--- src/hdl/rob_types_pkg.sv ---
package rob_types_pkg;

	// Reorder buffer geometry
	localparam int rob_size = 8;
	localparam int rob_tag_width = $clog2(rob_size);

	// One extra bit so a full buffer can be told apart from an empty one
	typedef logic [rob_tag_width-1:0] rob_tag_t;
	typedef logic [rob_tag_width:0] rob_cnt_t;

	// Cycles from multiplier issue to its completion bus
	localparam int mul_latency = 4;
	localparam int mul_cnt_width = $clog2(mul_latency);

	typedef logic [mul_cnt_width-1:0] mul_cnt_t;

	// Execution lane selected at dispatch
	typedef enum logic {
		lane_alu = 1'b0,
		lane_mul = 1'b1
	} lane_e;

endpackage

--- src/hdl/rv32i_ops_pkg.sv ---
package rv32i_ops_pkg;

	// Data path width and register file geometry
	localparam int xlen = 32;
	localparam int num_regs = 32;
	localparam int reg_idx_width = $clog2(num_regs);

	// Shifts only look at the low bits of the second operand
	localparam int shamt_width = $clog2(xlen);

	typedef logic [xlen-1:0] word_t;
	typedef logic [reg_idx_width-1:0] reg_idx_t;

	// Register-to-register operations handled by the back end
	typedef enum logic [2:0] {
		op_add = 3'd0,
		op_sub = 3'd1,
		op_and = 3'd2,
		op_or  = 3'd3,
		op_xor = 3'd4,
		op_sll = 3'd5,
		op_srl = 3'd6,
		op_mul = 3'd7
	} op_e;

endpackage
--- src/hdl/ooo_core_top.sv ---
`timescale 1ns/1ps

module ooo_core_top (
	input  logic                    clk,
	input  logic                    rst,

	input  logic                    instr_valid,
	output logic                    instr_ready,
	input  rv32i_ops_pkg::op_e      instr_op,
	input  rv32i_ops_pkg::reg_idx_t instr_rd,
	input  rv32i_ops_pkg::word_t    instr_a,
	input  rv32i_ops_pkg::word_t    instr_b,

	output logic                    retire_valid,
	input  logic                    retire_ready,
	output rv32i_ops_pkg::reg_idx_t retire_rd,
	output rv32i_ops_pkg::word_t    retire_data,

	input  rv32i_ops_pkg::reg_idx_t reg_addr,
	output rv32i_ops_pkg::word_t    reg_data
);
	import rv32i_ops_pkg::*;
	import rob_types_pkg::*;

	// Allocation
	logic     alloc_valid;
	reg_idx_t alloc_rd;
	logic     alloc_ready;
	rob_tag_t alloc_tag;

	// Issue
	logic     issue_valid;
	lane_e    issue_lane;
	op_e      issue_op;
	rob_tag_t issue_tag;
	word_t    issue_a;
	word_t    issue_b;
	logic     mul_busy;

	// Completion
	logic     alu_done_valid;
	rob_tag_t alu_done_tag;
	word_t    alu_done_data;
	logic     mul_done_valid;
	rob_tag_t mul_done_tag;
	word_t    mul_done_data;

	// Head toward commit
	logic     head_valid;
	logic     head_ready;
	reg_idx_t head_rd;
	word_t    head_data;

	dispatch u_dispatch (
		.clk         (clk),
		.rst         (rst),
		.instr_valid (instr_valid),
		.instr_ready (instr_ready),
		.instr_op    (instr_op),
		.instr_rd    (instr_rd),
		.instr_a     (instr_a),
		.instr_b     (instr_b),
		.alloc_valid (alloc_valid),
		.alloc_rd    (alloc_rd),
		.alloc_ready (alloc_ready),
		.alloc_tag   (alloc_tag),
		.issue_valid (issue_valid),
		.issue_lane  (issue_lane),
		.issue_op    (issue_op),
		.issue_tag   (issue_tag),
		.issue_a     (issue_a),
		.issue_b     (issue_b),
		.mul_busy    (mul_busy)
	);

	exec_lanes u_exec_lanes (
		.clk            (clk),
		.rst            (rst),
		.issue_valid    (issue_valid),
		.issue_lane     (issue_lane),
		.issue_op       (issue_op),
		.issue_tag      (issue_tag),
		.issue_a        (issue_a),
		.issue_b        (issue_b),
		.mul_busy       (mul_busy),
		.alu_done_valid (alu_done_valid),
		.alu_done_tag   (alu_done_tag),
		.alu_done_data  (alu_done_data),
		.mul_done_valid (mul_done_valid),
		.mul_done_tag   (mul_done_tag),
		.mul_done_data  (mul_done_data)
	);

	reorder_buffer u_reorder_buffer (
		.clk            (clk),
		.rst            (rst),
		.alloc_valid    (alloc_valid),
		.alloc_rd       (alloc_rd),
		.alloc_ready    (alloc_ready),
		.alloc_tag      (alloc_tag),
		.alu_done_valid (alu_done_valid),
		.alu_done_tag   (alu_done_tag),
		.alu_done_data  (alu_done_data),
		.mul_done_valid (mul_done_valid),
		.mul_done_tag   (mul_done_tag),
		.mul_done_data  (mul_done_data),
		.head_valid     (head_valid),
		.head_ready     (head_ready),
		.head_rd        (head_rd),
		.head_data      (head_data)
	);

	commit_unit u_commit_unit (
		.clk          (clk),
		.rst          (rst),
		.head_valid   (head_valid),
		.head_ready   (head_ready),
		.head_rd      (head_rd),
		.head_data    (head_data),
		.retire_valid (retire_valid),
		.retire_ready (retire_ready),
		.retire_rd    (retire_rd),
		.retire_data  (retire_data),
		.reg_addr     (reg_addr),
		.reg_data     (reg_data)
	);

endmodule

--- src/hdl/commit_unit.sv ---
`timescale 1ns/1ps

module commit_unit (
	input  logic                    clk,
	input  logic                    rst,

	// Head of the reorder buffer
	input  logic                    head_valid,
	output logic                    head_ready,
	input  rv32i_ops_pkg::reg_idx_t head_rd,
	input  rv32i_ops_pkg::word_t    head_data,

	// Retirement stream
	output logic                    retire_valid,
	input  logic                    retire_ready,
	output rv32i_ops_pkg::reg_idx_t retire_rd,
	output rv32i_ops_pkg::word_t    retire_data,

	// Architectural register read port
	input  rv32i_ops_pkg::reg_idx_t reg_addr,
	output rv32i_ops_pkg::word_t    reg_data
);
	import rv32i_ops_pkg::*;

	word_t regs [num_regs];
	logic  take;

	// Room when the retire register is empty or drains this cycle
	assign head_ready = !retire_valid || retire_ready;
	assign take       = head_valid && head_ready;

	assign reg_data = regs[reg_addr];

	always_ff @(posedge clk) begin
		if (rst) begin
			retire_valid <= 1'b0;
		end else if (take) begin
			retire_valid <= 1'b1;
		end else if (retire_ready) begin
			retire_valid <= 1'b0;
		end
	end

	always_ff @(posedge clk) begin
		if (take) begin
			retire_rd   <= head_rd;
			retire_data <= head_data;
		end
	end

	// x0 is never written so it reads back as zero
	always_ff @(posedge clk) begin
		if (rst) begin
			for (int i = 0; i < num_regs; i++) begin
				regs[i] <= '0;
			end
		end else if (take && (head_rd != '0)) begin
			regs[head_rd] <= head_data;
		end
	end

endmodule

--- src/hdl/reorder_buffer.sv ---
`timescale 1ns/1ps

module reorder_buffer (
	input  logic                    clk,
	input  logic                    rst,

	// Allocation from dispatch
	input  logic                    alloc_valid,
	input  rv32i_ops_pkg::reg_idx_t alloc_rd,
	output logic                    alloc_ready,
	output rob_types_pkg::rob_tag_t alloc_tag,

	// Completion buses that are always accepted
	input  logic                    alu_done_valid,
	input  rob_types_pkg::rob_tag_t alu_done_tag,
	input  rv32i_ops_pkg::word_t    alu_done_data,
	input  logic                    mul_done_valid,
	input  rob_types_pkg::rob_tag_t mul_done_tag,
	input  rv32i_ops_pkg::word_t    mul_done_data,

	// Oldest entry toward commit
	output logic                    head_valid,
	input  logic                    head_ready,
	output rv32i_ops_pkg::reg_idx_t head_rd,
	output rv32i_ops_pkg::word_t    head_data
);
	import rv32i_ops_pkg::*;
	import rob_types_pkg::*;

	logic     ent_busy [rob_size];
	logic     ent_done [rob_size];
	reg_idx_t ent_rd   [rob_size];
	word_t    ent_data [rob_size];

	rob_tag_t head_ptr;
	rob_tag_t tail_ptr;
	rob_cnt_t count;
	logic     do_alloc;
	logic     do_retire;

	function automatic rob_tag_t next_ptr(rob_tag_t ptr);
		rob_tag_t nxt;
		if (ptr == rob_tag_t'(rob_size - 1)) begin
			nxt = '0;
		end else begin
			nxt = ptr + 1'b1;
		end
		return nxt;
	endfunction

	// New entries always go to the tail
	assign alloc_ready = (count != rob_cnt_t'(rob_size));
	assign alloc_tag   = tail_ptr;
	assign do_alloc    = alloc_valid && alloc_ready;

	// Head is offered only once its result has come back
	assign head_valid = ent_busy[head_ptr] && ent_done[head_ptr];
	assign head_rd    = ent_rd[head_ptr];
	assign head_data  = ent_data[head_ptr];
	assign do_retire  = head_valid && head_ready;

	always_ff @(posedge clk) begin
		if (rst) begin
			head_ptr <= '0;
			tail_ptr <= '0;
			count    <= '0;
		end else begin
			if (do_alloc) begin
				tail_ptr <= next_ptr(tail_ptr);
			end
			if (do_retire) begin
				head_ptr <= next_ptr(head_ptr);
			end
			if (do_alloc && !do_retire) begin
				count <= count + 1'b1;
			end else if (!do_alloc && do_retire) begin
				count <= count - 1'b1;
			end
		end
	end

	// Head and tail only meet when the buffer is full or empty,
	// and then only one of allocate or retire can fire
	always_ff @(posedge clk) begin
		if (rst) begin
			for (int i = 0; i < rob_size; i++) begin
				ent_busy[i] <= 1'b0;
				ent_done[i] <= 1'b0;
			end
		end else begin
			if (do_retire) begin
				ent_busy[head_ptr] <= 1'b0;
				ent_done[head_ptr] <= 1'b0;
			end
			if (do_alloc) begin
				ent_busy[tail_ptr] <= 1'b1;
				ent_done[tail_ptr] <= 1'b0;
			end
			if (alu_done_valid) begin
				ent_done[alu_done_tag] <= 1'b1;
			end
			if (mul_done_valid) begin
				ent_done[mul_done_tag] <= 1'b1;
			end
		end
	end

	// Two completions in one cycle always carry different tags
	always_ff @(posedge clk) begin
		if (do_alloc) begin
			ent_rd[tail_ptr] <= alloc_rd;
		end
		if (alu_done_valid) begin
			ent_data[alu_done_tag] <= alu_done_data;
		end
		if (mul_done_valid) begin
			ent_data[mul_done_tag] <= mul_done_data;
		end
	end

endmodule

--- src/hdl/exec_lanes.sv ---
`timescale 1ns/1ps

module exec_lanes (
	input  logic                    clk,
	input  logic                    rst,

	// Issue from dispatch
	input  logic                    issue_valid,
	input  rob_types_pkg::lane_e    issue_lane,
	input  rv32i_ops_pkg::op_e      issue_op,
	input  rob_types_pkg::rob_tag_t issue_tag,
	input  rv32i_ops_pkg::word_t    issue_a,
	input  rv32i_ops_pkg::word_t    issue_b,
	output logic                    mul_busy,

	// ALU completion bus
	output logic                    alu_done_valid,
	output rob_types_pkg::rob_tag_t alu_done_tag,
	output rv32i_ops_pkg::word_t    alu_done_data,

	// Multiplier completion bus
	output logic                    mul_done_valid,
	output rob_types_pkg::rob_tag_t mul_done_tag,
	output rv32i_ops_pkg::word_t    mul_done_data
);
	import rv32i_ops_pkg::*;
	import rob_types_pkg::*;

	typedef enum logic {
		st_idle,
		st_busy
	} mul_state_e;

	mul_state_e mul_state;
	mul_cnt_t   mul_cnt;
	word_t      mul_a;
	word_t      mul_b;
	rob_tag_t   mul_tag;
	logic       alu_go;
	logic       mul_go;
	logic       mul_last;
	word_t      alu_result;

	function automatic word_t alu_compute(op_e op, word_t a, word_t b);
		word_t res;
		case (op)
			op_add:  res = a + b;
			op_sub:  res = a - b;
			op_and:  res = a & b;
			op_or:   res = a | b;
			op_xor:  res = a ^ b;
			op_sll:  res = a << b[shamt_width-1:0];
			op_srl:  res = a >> b[shamt_width-1:0];
			default: res = '0;
		endcase
		return res;
	endfunction

	assign alu_go     = issue_valid && (issue_lane == lane_alu);
	assign alu_result = alu_compute(issue_op, issue_a, issue_b);

	// ALU lane puts its result on the bus one cycle after issue
	always_ff @(posedge clk) begin
		if (rst) begin
			alu_done_valid <= 1'b0;
		end else begin
			alu_done_valid <= alu_go;
		end
	end

	always_ff @(posedge clk) begin
		if (alu_go) begin
			alu_done_tag  <= issue_tag;
			alu_done_data <= alu_result;
		end
	end

	// Dispatch never issues a multiply while the lane is busy
	assign mul_go   = issue_valid && (issue_lane == lane_mul) && (mul_state == st_idle);
	assign mul_last = (mul_state == st_busy) && (mul_cnt == mul_cnt_t'(1));
	assign mul_busy = (mul_state == st_busy);

	// Counter starts one short since the done flag is itself registered
	always_ff @(posedge clk) begin
		if (rst) begin
			mul_state      <= st_idle;
			mul_cnt        <= '0;
			mul_done_valid <= 1'b0;
		end else begin
			mul_done_valid <= 1'b0;
			case (mul_state)
				st_idle: begin
					if (mul_go) begin
						mul_state <= st_busy;
						mul_cnt   <= mul_cnt_t'(mul_latency - 1);
					end
				end
				st_busy: begin
					mul_cnt <= mul_cnt - 1'b1;
					if (mul_last) begin
						mul_state      <= st_idle;
						mul_done_valid <= 1'b1;
					end
				end
				default: mul_state <= st_idle;
			endcase
		end
	end

	// Operands held for the whole multiply
	always_ff @(posedge clk) begin
		if (mul_go) begin
			mul_a   <= issue_a;
			mul_b   <= issue_b;
			mul_tag <= issue_tag;
		end
		if (mul_last) begin
			mul_done_tag  <= mul_tag;
			mul_done_data <= mul_a * mul_b;
		end
	end

endmodule

--- src/hdl/dispatch.sv ---
`timescale 1ns/1ps

module dispatch (
	input  logic                    clk,
	input  logic                    rst,

	// Decoded instruction stream
	input  logic                    instr_valid,
	output logic                    instr_ready,
	input  rv32i_ops_pkg::op_e      instr_op,
	input  rv32i_ops_pkg::reg_idx_t instr_rd,
	input  rv32i_ops_pkg::word_t    instr_a,
	input  rv32i_ops_pkg::word_t    instr_b,

	// Tag allocation in the reorder buffer
	output logic                    alloc_valid,
	output rv32i_ops_pkg::reg_idx_t alloc_rd,
	input  logic                    alloc_ready,
	input  rob_types_pkg::rob_tag_t alloc_tag,

	// Issue to the execution lanes
	output logic                    issue_valid,
	output rob_types_pkg::lane_e    issue_lane,
	output rv32i_ops_pkg::op_e      issue_op,
	output rob_types_pkg::rob_tag_t issue_tag,
	output rv32i_ops_pkg::word_t    issue_a,
	output rv32i_ops_pkg::word_t    issue_b,
	input  logic                    mul_busy
);
	import rv32i_ops_pkg::*;
	import rob_types_pkg::*;

	lane_e instr_lane;
	logic  mul_pending;
	logic  lane_free;
	logic  accept;

	// Only multiplies go to the multiplier, everything else to the ALU
	assign instr_lane = (instr_op == op_mul) ? lane_mul : lane_alu;

	// A multiply still in the issue register has claimed the multiplier
	assign mul_pending = issue_valid && (issue_lane == lane_mul);

	// ALU takes one instruction per cycle, so only multiplies can stall here
	assign lane_free = (instr_lane == lane_alu) || (!mul_busy && !mul_pending);

	assign instr_ready = alloc_ready && lane_free;
	assign accept      = instr_valid && instr_ready;

	assign alloc_valid = accept;
	assign alloc_rd    = instr_rd;

	always_ff @(posedge clk) begin
		if (rst) begin
			issue_valid <= 1'b0;
		end else begin
			issue_valid <= accept;
		end
	end

	// Issue payload carries the tag handed out on the accepting edge
	always_ff @(posedge clk) begin
		if (accept) begin
			issue_lane <= instr_lane;
			issue_op   <= instr_op;
			issue_tag  <= alloc_tag;
			issue_a    <= instr_a;
			issue_b    <= instr_b;
		end
	end

endmodule

--- config.mk ---
export PLATFORM = sky130hd
export DESIGN_NAME = ooo_core_top
export DESIGN_NICKNAME = d
export VERILOG_FILES = /design/src/hdl/rob_types_pkg.sv /design/src/hdl/rv32i_ops_pkg.sv /design/src/hdl/ooo_core_top.sv /design/src/hdl/commit_unit.sv /design/src/hdl/reorder_buffer.sv /design/src/hdl/exec_lanes.sv /design/src/hdl/dispatch.sv
export SDC_FILE = /design/constraint.sdc
export NUM_CORES = 2
export LEC_CHECK = 0
export BUFFER_PORTS_ARGS = -buffer_cell sky130_fd_sc_hd__buf_2
export CAP_MARGIN = 20
export CORE_ASPECT_RATIO = 0.9
export CORE_MARGIN = 2
export CORE_UTILIZATION = 64
export CTS_BUF_LIST = sky130_fd_sc_hd__clkbuf_16
export DETAILED_ROUTE_END_ITERATION = 8
export PLACE_DENSITY = 0.81
export SLEW_MARGIN = 25
export SYNTH_ARGS = -nofsm -noshare
export SYNTH_HDL_FRONTEND = slang
export SYNTH_SLANG_ARGS = --single-unit
export TNS_END_PERCENT = 30
--- constraint.sdc ---
create_clock -name clk -period 9 [get_ports clk]
set_input_delay 1.35 -clock clk [delete_from_list [all_inputs] [get_ports clk]]
set_output_delay 1.35 -clock clk [all_outputs]
set_load 0.05 [all_outputs]
# After elaboration in Yosys (flattened, before gate mapping)
# Memory sizes are Yosys's and may differ from the RTL's. A register that Yosys moved wholly into a read port is not among the register bits.
# Cells that the tools add are included.
op_classes:
  n_eq_ne: 12
  n_reduce_logical: 32
  magnitude_cmp: 0
  n_mul: 1
  n_shift: 2
  n_div: 0
  n_bitwise: 6
  add_sub_neg: 7
  n_mux: 63
ops:
  columns: ["op", "count"]
  rows:
  - ["32-bit one-hot mux with 7 select lines", 1]
  - ["3-bit two-way mux", 16]
  - ["1-bit two-way mux", 39]
  - ["32-bit adder", 1]
  - ["32-bit AND", 1]
  - ["32-bit by 32-bit multiplier with 32-bit output", 1]
  - ["32-bit two-way mux", 1]
  - ["32-bit bitwise OR", 1]
  - ["32-bit OR reduction", 1]
  - ["32-bit by 5-bit << shifter with 32-bit output", 1]
  - ["32-bit by 5-bit >> shifter with 32-bit output", 1]
  - ["32-bit subtractor", 1]
  - ["32-bit XOR", 1]
  - ["3-bit equality test, second input constant", 6]
  - ["1-bit logical AND", 13]
  - ["4-bit two-way mux", 2]
  - ["3-bit by 1-bit adder with 3-bit output, second input constant", 2]
  - ["3-bit by 2-bit equality test with 1-bit output, second input constant", 2]
  - ["1-bit OR reduction", 6]
  - ["1-bit logical NOT", 5]
  - ["5-bit two-way mux", 1]
  - ["5-bit nonzero test", 1]
  - ["4-bit by 1-bit adder with 4-bit output, second input constant", 1]
  - ["4-bit != test, second input constant", 1]
  - ["other kinds (13)", 17]
word_totals:
  n_memories: 5
  rom_bits: 0
  register_bits: 262
  latchBits: 0
  ram_bits: 1336
  output_inout_bits: 71
  elab_cells: 151
memory_table:
  columns: ["memory", "words", "word_bits", "read_ports", "rd_clocked_by_memory_dff", "wr", "line", "rtl"]
  rows:
  - ["u_commit_unit.regs", 32, 32, 1, 0, 32, "commit_unit.sv:25", "word_t regs [num_regs];"]
  - ["u_reorder_buffer.ent_data", 8, 32, 1, 1, 2, "reorder_buffer.sv:33", "word_t ent_data [rob_size];"]
  - ["u_reorder_buffer.ent_rd", 8, 5, 1, 1, 1, "reorder_buffer.sv:32", "reg_idx_t ent_rd [rob_size];"]
  - ["u_reorder_buffer.ent_busy", 8, 1, 1, 1, 8, "reorder_buffer.sv:30", "logic ent_busy [rob_size];"]
  - ["u_reorder_buffer.ent_done", 8, 1, 1, 1, 8, "reorder_buffer.sv:31", "logic ent_done [rob_size];"]

# Depth between registers and ports, before layout
depth:
  ltp_word: 12
  depth_mapped: 28
  mapped_depth_nobuf: 26

# Modules after synthesis
# From an unflattened synthesis, not the netlist that was laid out.
hier_totals:
  cells_unflattened: 7399
  hier_area_um2: 93415.8
modules_own_cells:
  columns: ["mod", "area_per_inst_um2", "n_inst", "seq_area_each_um2", "cells_each"]
  rows:
  - ["commit_unit", 48057.3, 1, 31880.6, 3494]
  - ["exec_lanes", 27141.0, 1, 4214.0, 2907]
  - ["reorder_buffer", 15985.3, 1, 9469.1, 915]
  - ["dispatch", 2232.1, 1, 2152.1, 83]

# Worst setup path after synthesis
# Ideal clock, no wire load.
synth_timing:
  path_type: "flip-flop to flip-flop"
  startpoint: "register u_exec_lanes.mul_b[2]"
  endpoint: "register u_exec_lanes.mul_done_data[28], data pin"
  n_path_buf: 2
  setup_time_ns: 0.195
  arrival_ns: 6.650
  setup_slack_ns: 2.155
  required_ns: 8.805
  stages_incl_launch_ff: 24
  path_cell_list: "edfxtp_1 -> clkbuf_1 -> clkbuf_1 -> and2_1 -> fa_1 -> inv_1 -> fa_1 -> fa_1 -> fa_1 -> inv_1 -> fa_1 -> fa_1 -> fa_1 -> inv_1 -> fa_1 -> inv_1 -> ha_1 -> a21o_1 -> a21oi_1 -> nor2_1 -> a211o_1 -> o21ai_0 -> or4b_1 -> o311ai_0"
synth_via:
  elab_chain_cells: 1
synth_rtl:
  columns: ["element", "line", "rtl"]
  rows:
  - ["start: declaration", "exec_lanes.sv:37", "word_t mul_b;"]
  - ["start signal: assignment", "exec_lanes.sv:114", "mul_b <= issue_b;"]
  - ["32-bit by 32-bit multiplier with 32-bit output", "exec_lanes.sv:119", "mul_done_data <= mul_a * mul_b;"]
  - ["end signal: assignment", "exec_lanes.sv:119", null]
  - ["end: declaration", "exec_lanes.sv:24", "output rv32i_ops_pkg::word_t mul_done_data"]
# Every way passes these cells.
# A chain may end at the register's enable or synchronous reset.

# Worst setup path in the final report
layout_timing:
  startpoint: "register u_exec_lanes.mul_b[8]"
  endpoint: "register u_exec_lanes.mul_done_data[30], data pin"
# Same word-level chain as after synthesis.

==> impl_metrics.csv <==
group,metric,value,unit
layout,layout_commonest_cell,"edfxtp_1",
placement,hpwl,162000,µm
layout,multiInputGateArea,0.0387,mm²
routing,drt_iter0_drc,9639,
sta,fin_crit,7.74,ns
routing,drc,0,
clock_tree,cts_root_buffer,"clkbuf_16",
setup_path,cp_max_fo,24,
setup_path,endpoint_kind,"register",
setup_path,cpMostUsedCell,"fa_1",
yosys,synth_ff_type,"edfxtp_1",
sta,fmax,129,MHz
routing,vias,58891,
routing,ant_nets,0,
clock_tree,cts_made_buffers,156,
worst_hold_path,holdPathStages,0,
layout,final_area,0.0980,mm²
pwr,internal_power,0.0188,W
yosys,ys_seq_area_frac,0.532,
yosys,ys_ff_latch,1601,
floorplan,die_y,359,µm
clock_tree,tritoncts,"yes",
layout,fill_cells,8644,
setup_path,rr_startpoint,"u_exec_lanes.mul_b[8]",
placement,io_buffers,151,
clock_tree,cts_setup_buffers,0,
yosys,avgSynthCellArea,13.4,µm²
setup_path,worst_setup_path_start_kind,"register",
worst_hold_path,holdPathEnd,"u_exec_lanes.mul_done_tag[1]",
flow_run,max_cap_viol_count,0,
sta,fin_crit_sh,0.860,
sta,rsz0062_at_grt,"false",
global_routing,grt_pass1_wl,385000,µm
yosys,ys_types,83,
global_routing,grt_max_degree,100,
layout,final_util,0.703,
clock_tree,clk_pin_slew_worst_paths,0.06,ns
clock_tree,clock-sinks,1601,
pwr,p_switching,0.0125,W
setup_path,crit_slowest_cell,"edfxtp_1",
yosys,synthCells,6714,
floorplan,start_util,0.643,
floorplan,core_area,0.139,mm²
sta,setup-tns-final,0,ns
routing,drt-total-wl,262000,µm
sta,tightest_slew,1.08,ns
pwr,combPwrFrac,0.493,
global_routing,grt_pass1_vias,59646,
worst_hold_path,worstHoldPathType,"register to register",
sta,finalMaxSlewViolations,0,
floorplan,rows,130,
setup_path,path_cells,"and2_1 > fa_1 > inv_1 > fa_1 > fa_1 > inv_1 > fa_1 > inv_1 > fa_1 > inv_1 > fa_1 > fa_1 > inv_1 > fa_1 > inv_1 > ha_1 > nand2_1 > nor2_1 > nand2_1 > a211oi_1 > o21ai_0 > o21ai_0 > xor2_1",
floorplan,dieArea,0.143,mm²
setup_path,critPathArrivalTime,8.28,ns
layout,seq_area,0.0477,mm²
pwr,power.leakage,37.8,nW
setup_path,cp_num_buf_inv,6,
pwr,power_density,319,mW/mm²
worst_hold_path,min-delay-start,"u_exec_lanes.mul_tag[1]",
setup_path,ff2ff_setup_slack,1.26,ns
sta,hold_viol,0,
setup_path,worstRegToRegCells,23,
clock_tree,cts_hold_buf,0,
setup_path,crit_type,"register to register",
setup_path,critPathRequiredTime,9.54,ns
yosys,yosysTopAreaCell,"edfxtp_1",
pwr,seqPwrFrac,0.303,
yosys,yosys-top-cells-area,"edfxtp_1 (52%), mux4_2 (11%), fa_1 (9.2%)",
routing,vias_per_cell,6.78,
routing,wl_per_cell,30.1,µm
setup_path,crit_family,"adder cells",
clock_tree,cts_resized,0,
yosys,yosysWarnings,0,
global_routing,grt_usage,0.370,
floorplan,fp.dieW,399,µm
sta,final-setup-viol-count,0,
layout,fin_nets,7444,
routing,dr.pass1.iters,6,
yosys,syn_area,0.0897,mm²
setup_path,cp_slowest_stage_delay,0.77,ns
yosys,synth_edf_count,1565,
pwr,peakVddDrop,1.17,mV
status,status,"finished, final reports clean",
layout,layout.cells.most_common_list,"edfxtp_1 (1,565), nor2_1 (1,154), inv_1 (571)",
global_routing,grt-ovfl-total,0,
layout,area_delta_synth_final,9.20,%
yosys,async_flop_share,0,
clock_tree,clk_latency,0.83,ns
floorplan,pin_count,152,
setup_path,r2r_end,"u_exec_lanes.mul_done_data[30]",
clock_tree,clockBufferDepth,3,
pwr,switching_share,0.400,
sta,relSlewSlack,0.270,
placement,place_congestion,0.984,
yosys,yosysTopAreaCellShare,0.524,
layout,final_layout_size_suffix_gt1_frac,0.194,
sta,final.setup_skew,0.0563,ns
pwr,clkPwrFrac,0.205,
global_routing,antenna_found_initial,13,
placement,post_dp_cell_area,0.0927,mm²
clock_tree,htreeDepth,4,
[stage by stage]
stage	setup slack, ns	power, W	instances	hold WS (ns)
final	1.26	0.0313	8689	0.425
after global routing	0.923	0.0331	8687	0.437
after CTS	1.31	0.0311	8667	0.423
after detailed placement	1.35	0.0246	8395	0.406
after global placement	1.50	0.0243	8391	0.406
after floorplan	2.16	0.0202	6745	0.400
[area by class of cell]
| class | count | area share |
|---|---|---|
| tap | 1848 | 0.0236 |
| timing repair buffer | 301 | 0.0225 |
| inverter | 545 | 0.0209 |
| clock buffer | 157 | 0.0401 |
| clock inverter | 115 | 0.0101 |
| multi-input combinational | 4120 | 0.396 |
| sequential | 1601 | 0.487 |
| antenna | 2 | 0.0000511 |
[layer usage]
metal  track usage  wire (µm)  up-vias
li1              -          -    23662
met4         0.160      13400       12
met5             0         94        -
met1         0.523      91200    29212
met3        0.0883      37400      897
met2         0.555     119000     5108
[sequential cells by signal (all words and copies together), names as in the netlist, 4 cells and up, named ones only]
register,flops
u_exec_lanes.mul_a,32
u_exec_lanes.mul_done_data,32
u_reorder_buffer.count,4
u_exec_lanes.mul_b,32
u_reorder_buffer.ent_done,8
u_commit_unit.retire_data,32
u_reorder_buffer.ent_busy,8
u_reorder_buffer.ent_rd,40
u_dispatch.issue_b,32
u_commit_unit.regs,1024
u_dispatch.issue_a,32
u_reorder_buffer.ent_data,256
u_commit_unit.retire_rd,5
u_exec_lanes.alu_done_data,32
[Yosys cell counts, drive strengths merged (8+ instances only)]
master	n
edfxtp	1565
nor2	1156
inv	545
mux4	419
fa	410
nand2	358
clkbuf	348
and2	299
mux2	293
ha	228
buf	131
o21ai	129
mux2i	116
a21oi	110
xnor2	108
nand2b	64
a22oi	37
dfxtp	36
nor3	31
o22ai	31
xor2	30
nand3	25
or3	19
a21o	18
a31oi	18
a211oi	17
o211ai	15
o21a	14
o21bai	14
nand4	12
nor2b	10
o221ai	10
a211o	9
o31ai	8
[power by group through the flow]
stage / Sequential (W) / Clock, W / Combinational [W]
6_report: 0.00947 / 0.00640 / 0.0154
3_5_place_dp: 0.00960 / 0 / 0.0150
5_1_grt: 0.00949 / 0.00667 / 0.0170
2_1_floorplan: 0.00944 / 0 / 0.0108
3_3_place_gp: 0.00958 / 0 / 0.0147
4_1_cts: 0.00946 / 0.00639 / 0.0152
[cell families (layout without fill, tap and decap cells)]
kind of cell / count (synthesis) / in the layout / share of synthesized area
flops: 1601 / 1601 / 0.532
fa+ha+maj: 638 / 638 / 0.123
compound gates: 475 / 475 / 0.0338
simple gates: 2009 / 2009 / 0.0982
mux: 828 / 828 / 0.155
xor+xnor: 138 / 138 / 0.0136
other cells: 1 / 34 / 0.0000418
buf+inv: 1024 / 1118 / 0.0442
[how the worst max path moves through the flow]
stage | slack [ns] | from | cells past startpoint | end
2_1_floorplan | 2.16 | u_exec_lanes.mul_b[2] | 23 | u_exec_lanes.mul_done_data[28]
3_3_place_gp | 1.50 | u_exec_lanes.mul_b[8] | 23 | u_exec_lanes.mul_done_data[30]
3_5_place_dp | 1.35 | u_exec_lanes.mul_b[8] | 23 | u_exec_lanes.mul_done_data[30]
4_1_cts | 1.31 | u_exec_lanes.mul_b[8] | 23 | u_exec_lanes.mul_done_data[30]
5_1_grt | 0.92 | u_exec_lanes.mul_b[8] | 23 | u_exec_lanes.mul_done_data[30]
6_report | 1.26 | u_exec_lanes.mul_b[8] | 23 | u_exec_lanes.mul_done_data[30]
Power figures use the tool's default switching activity.
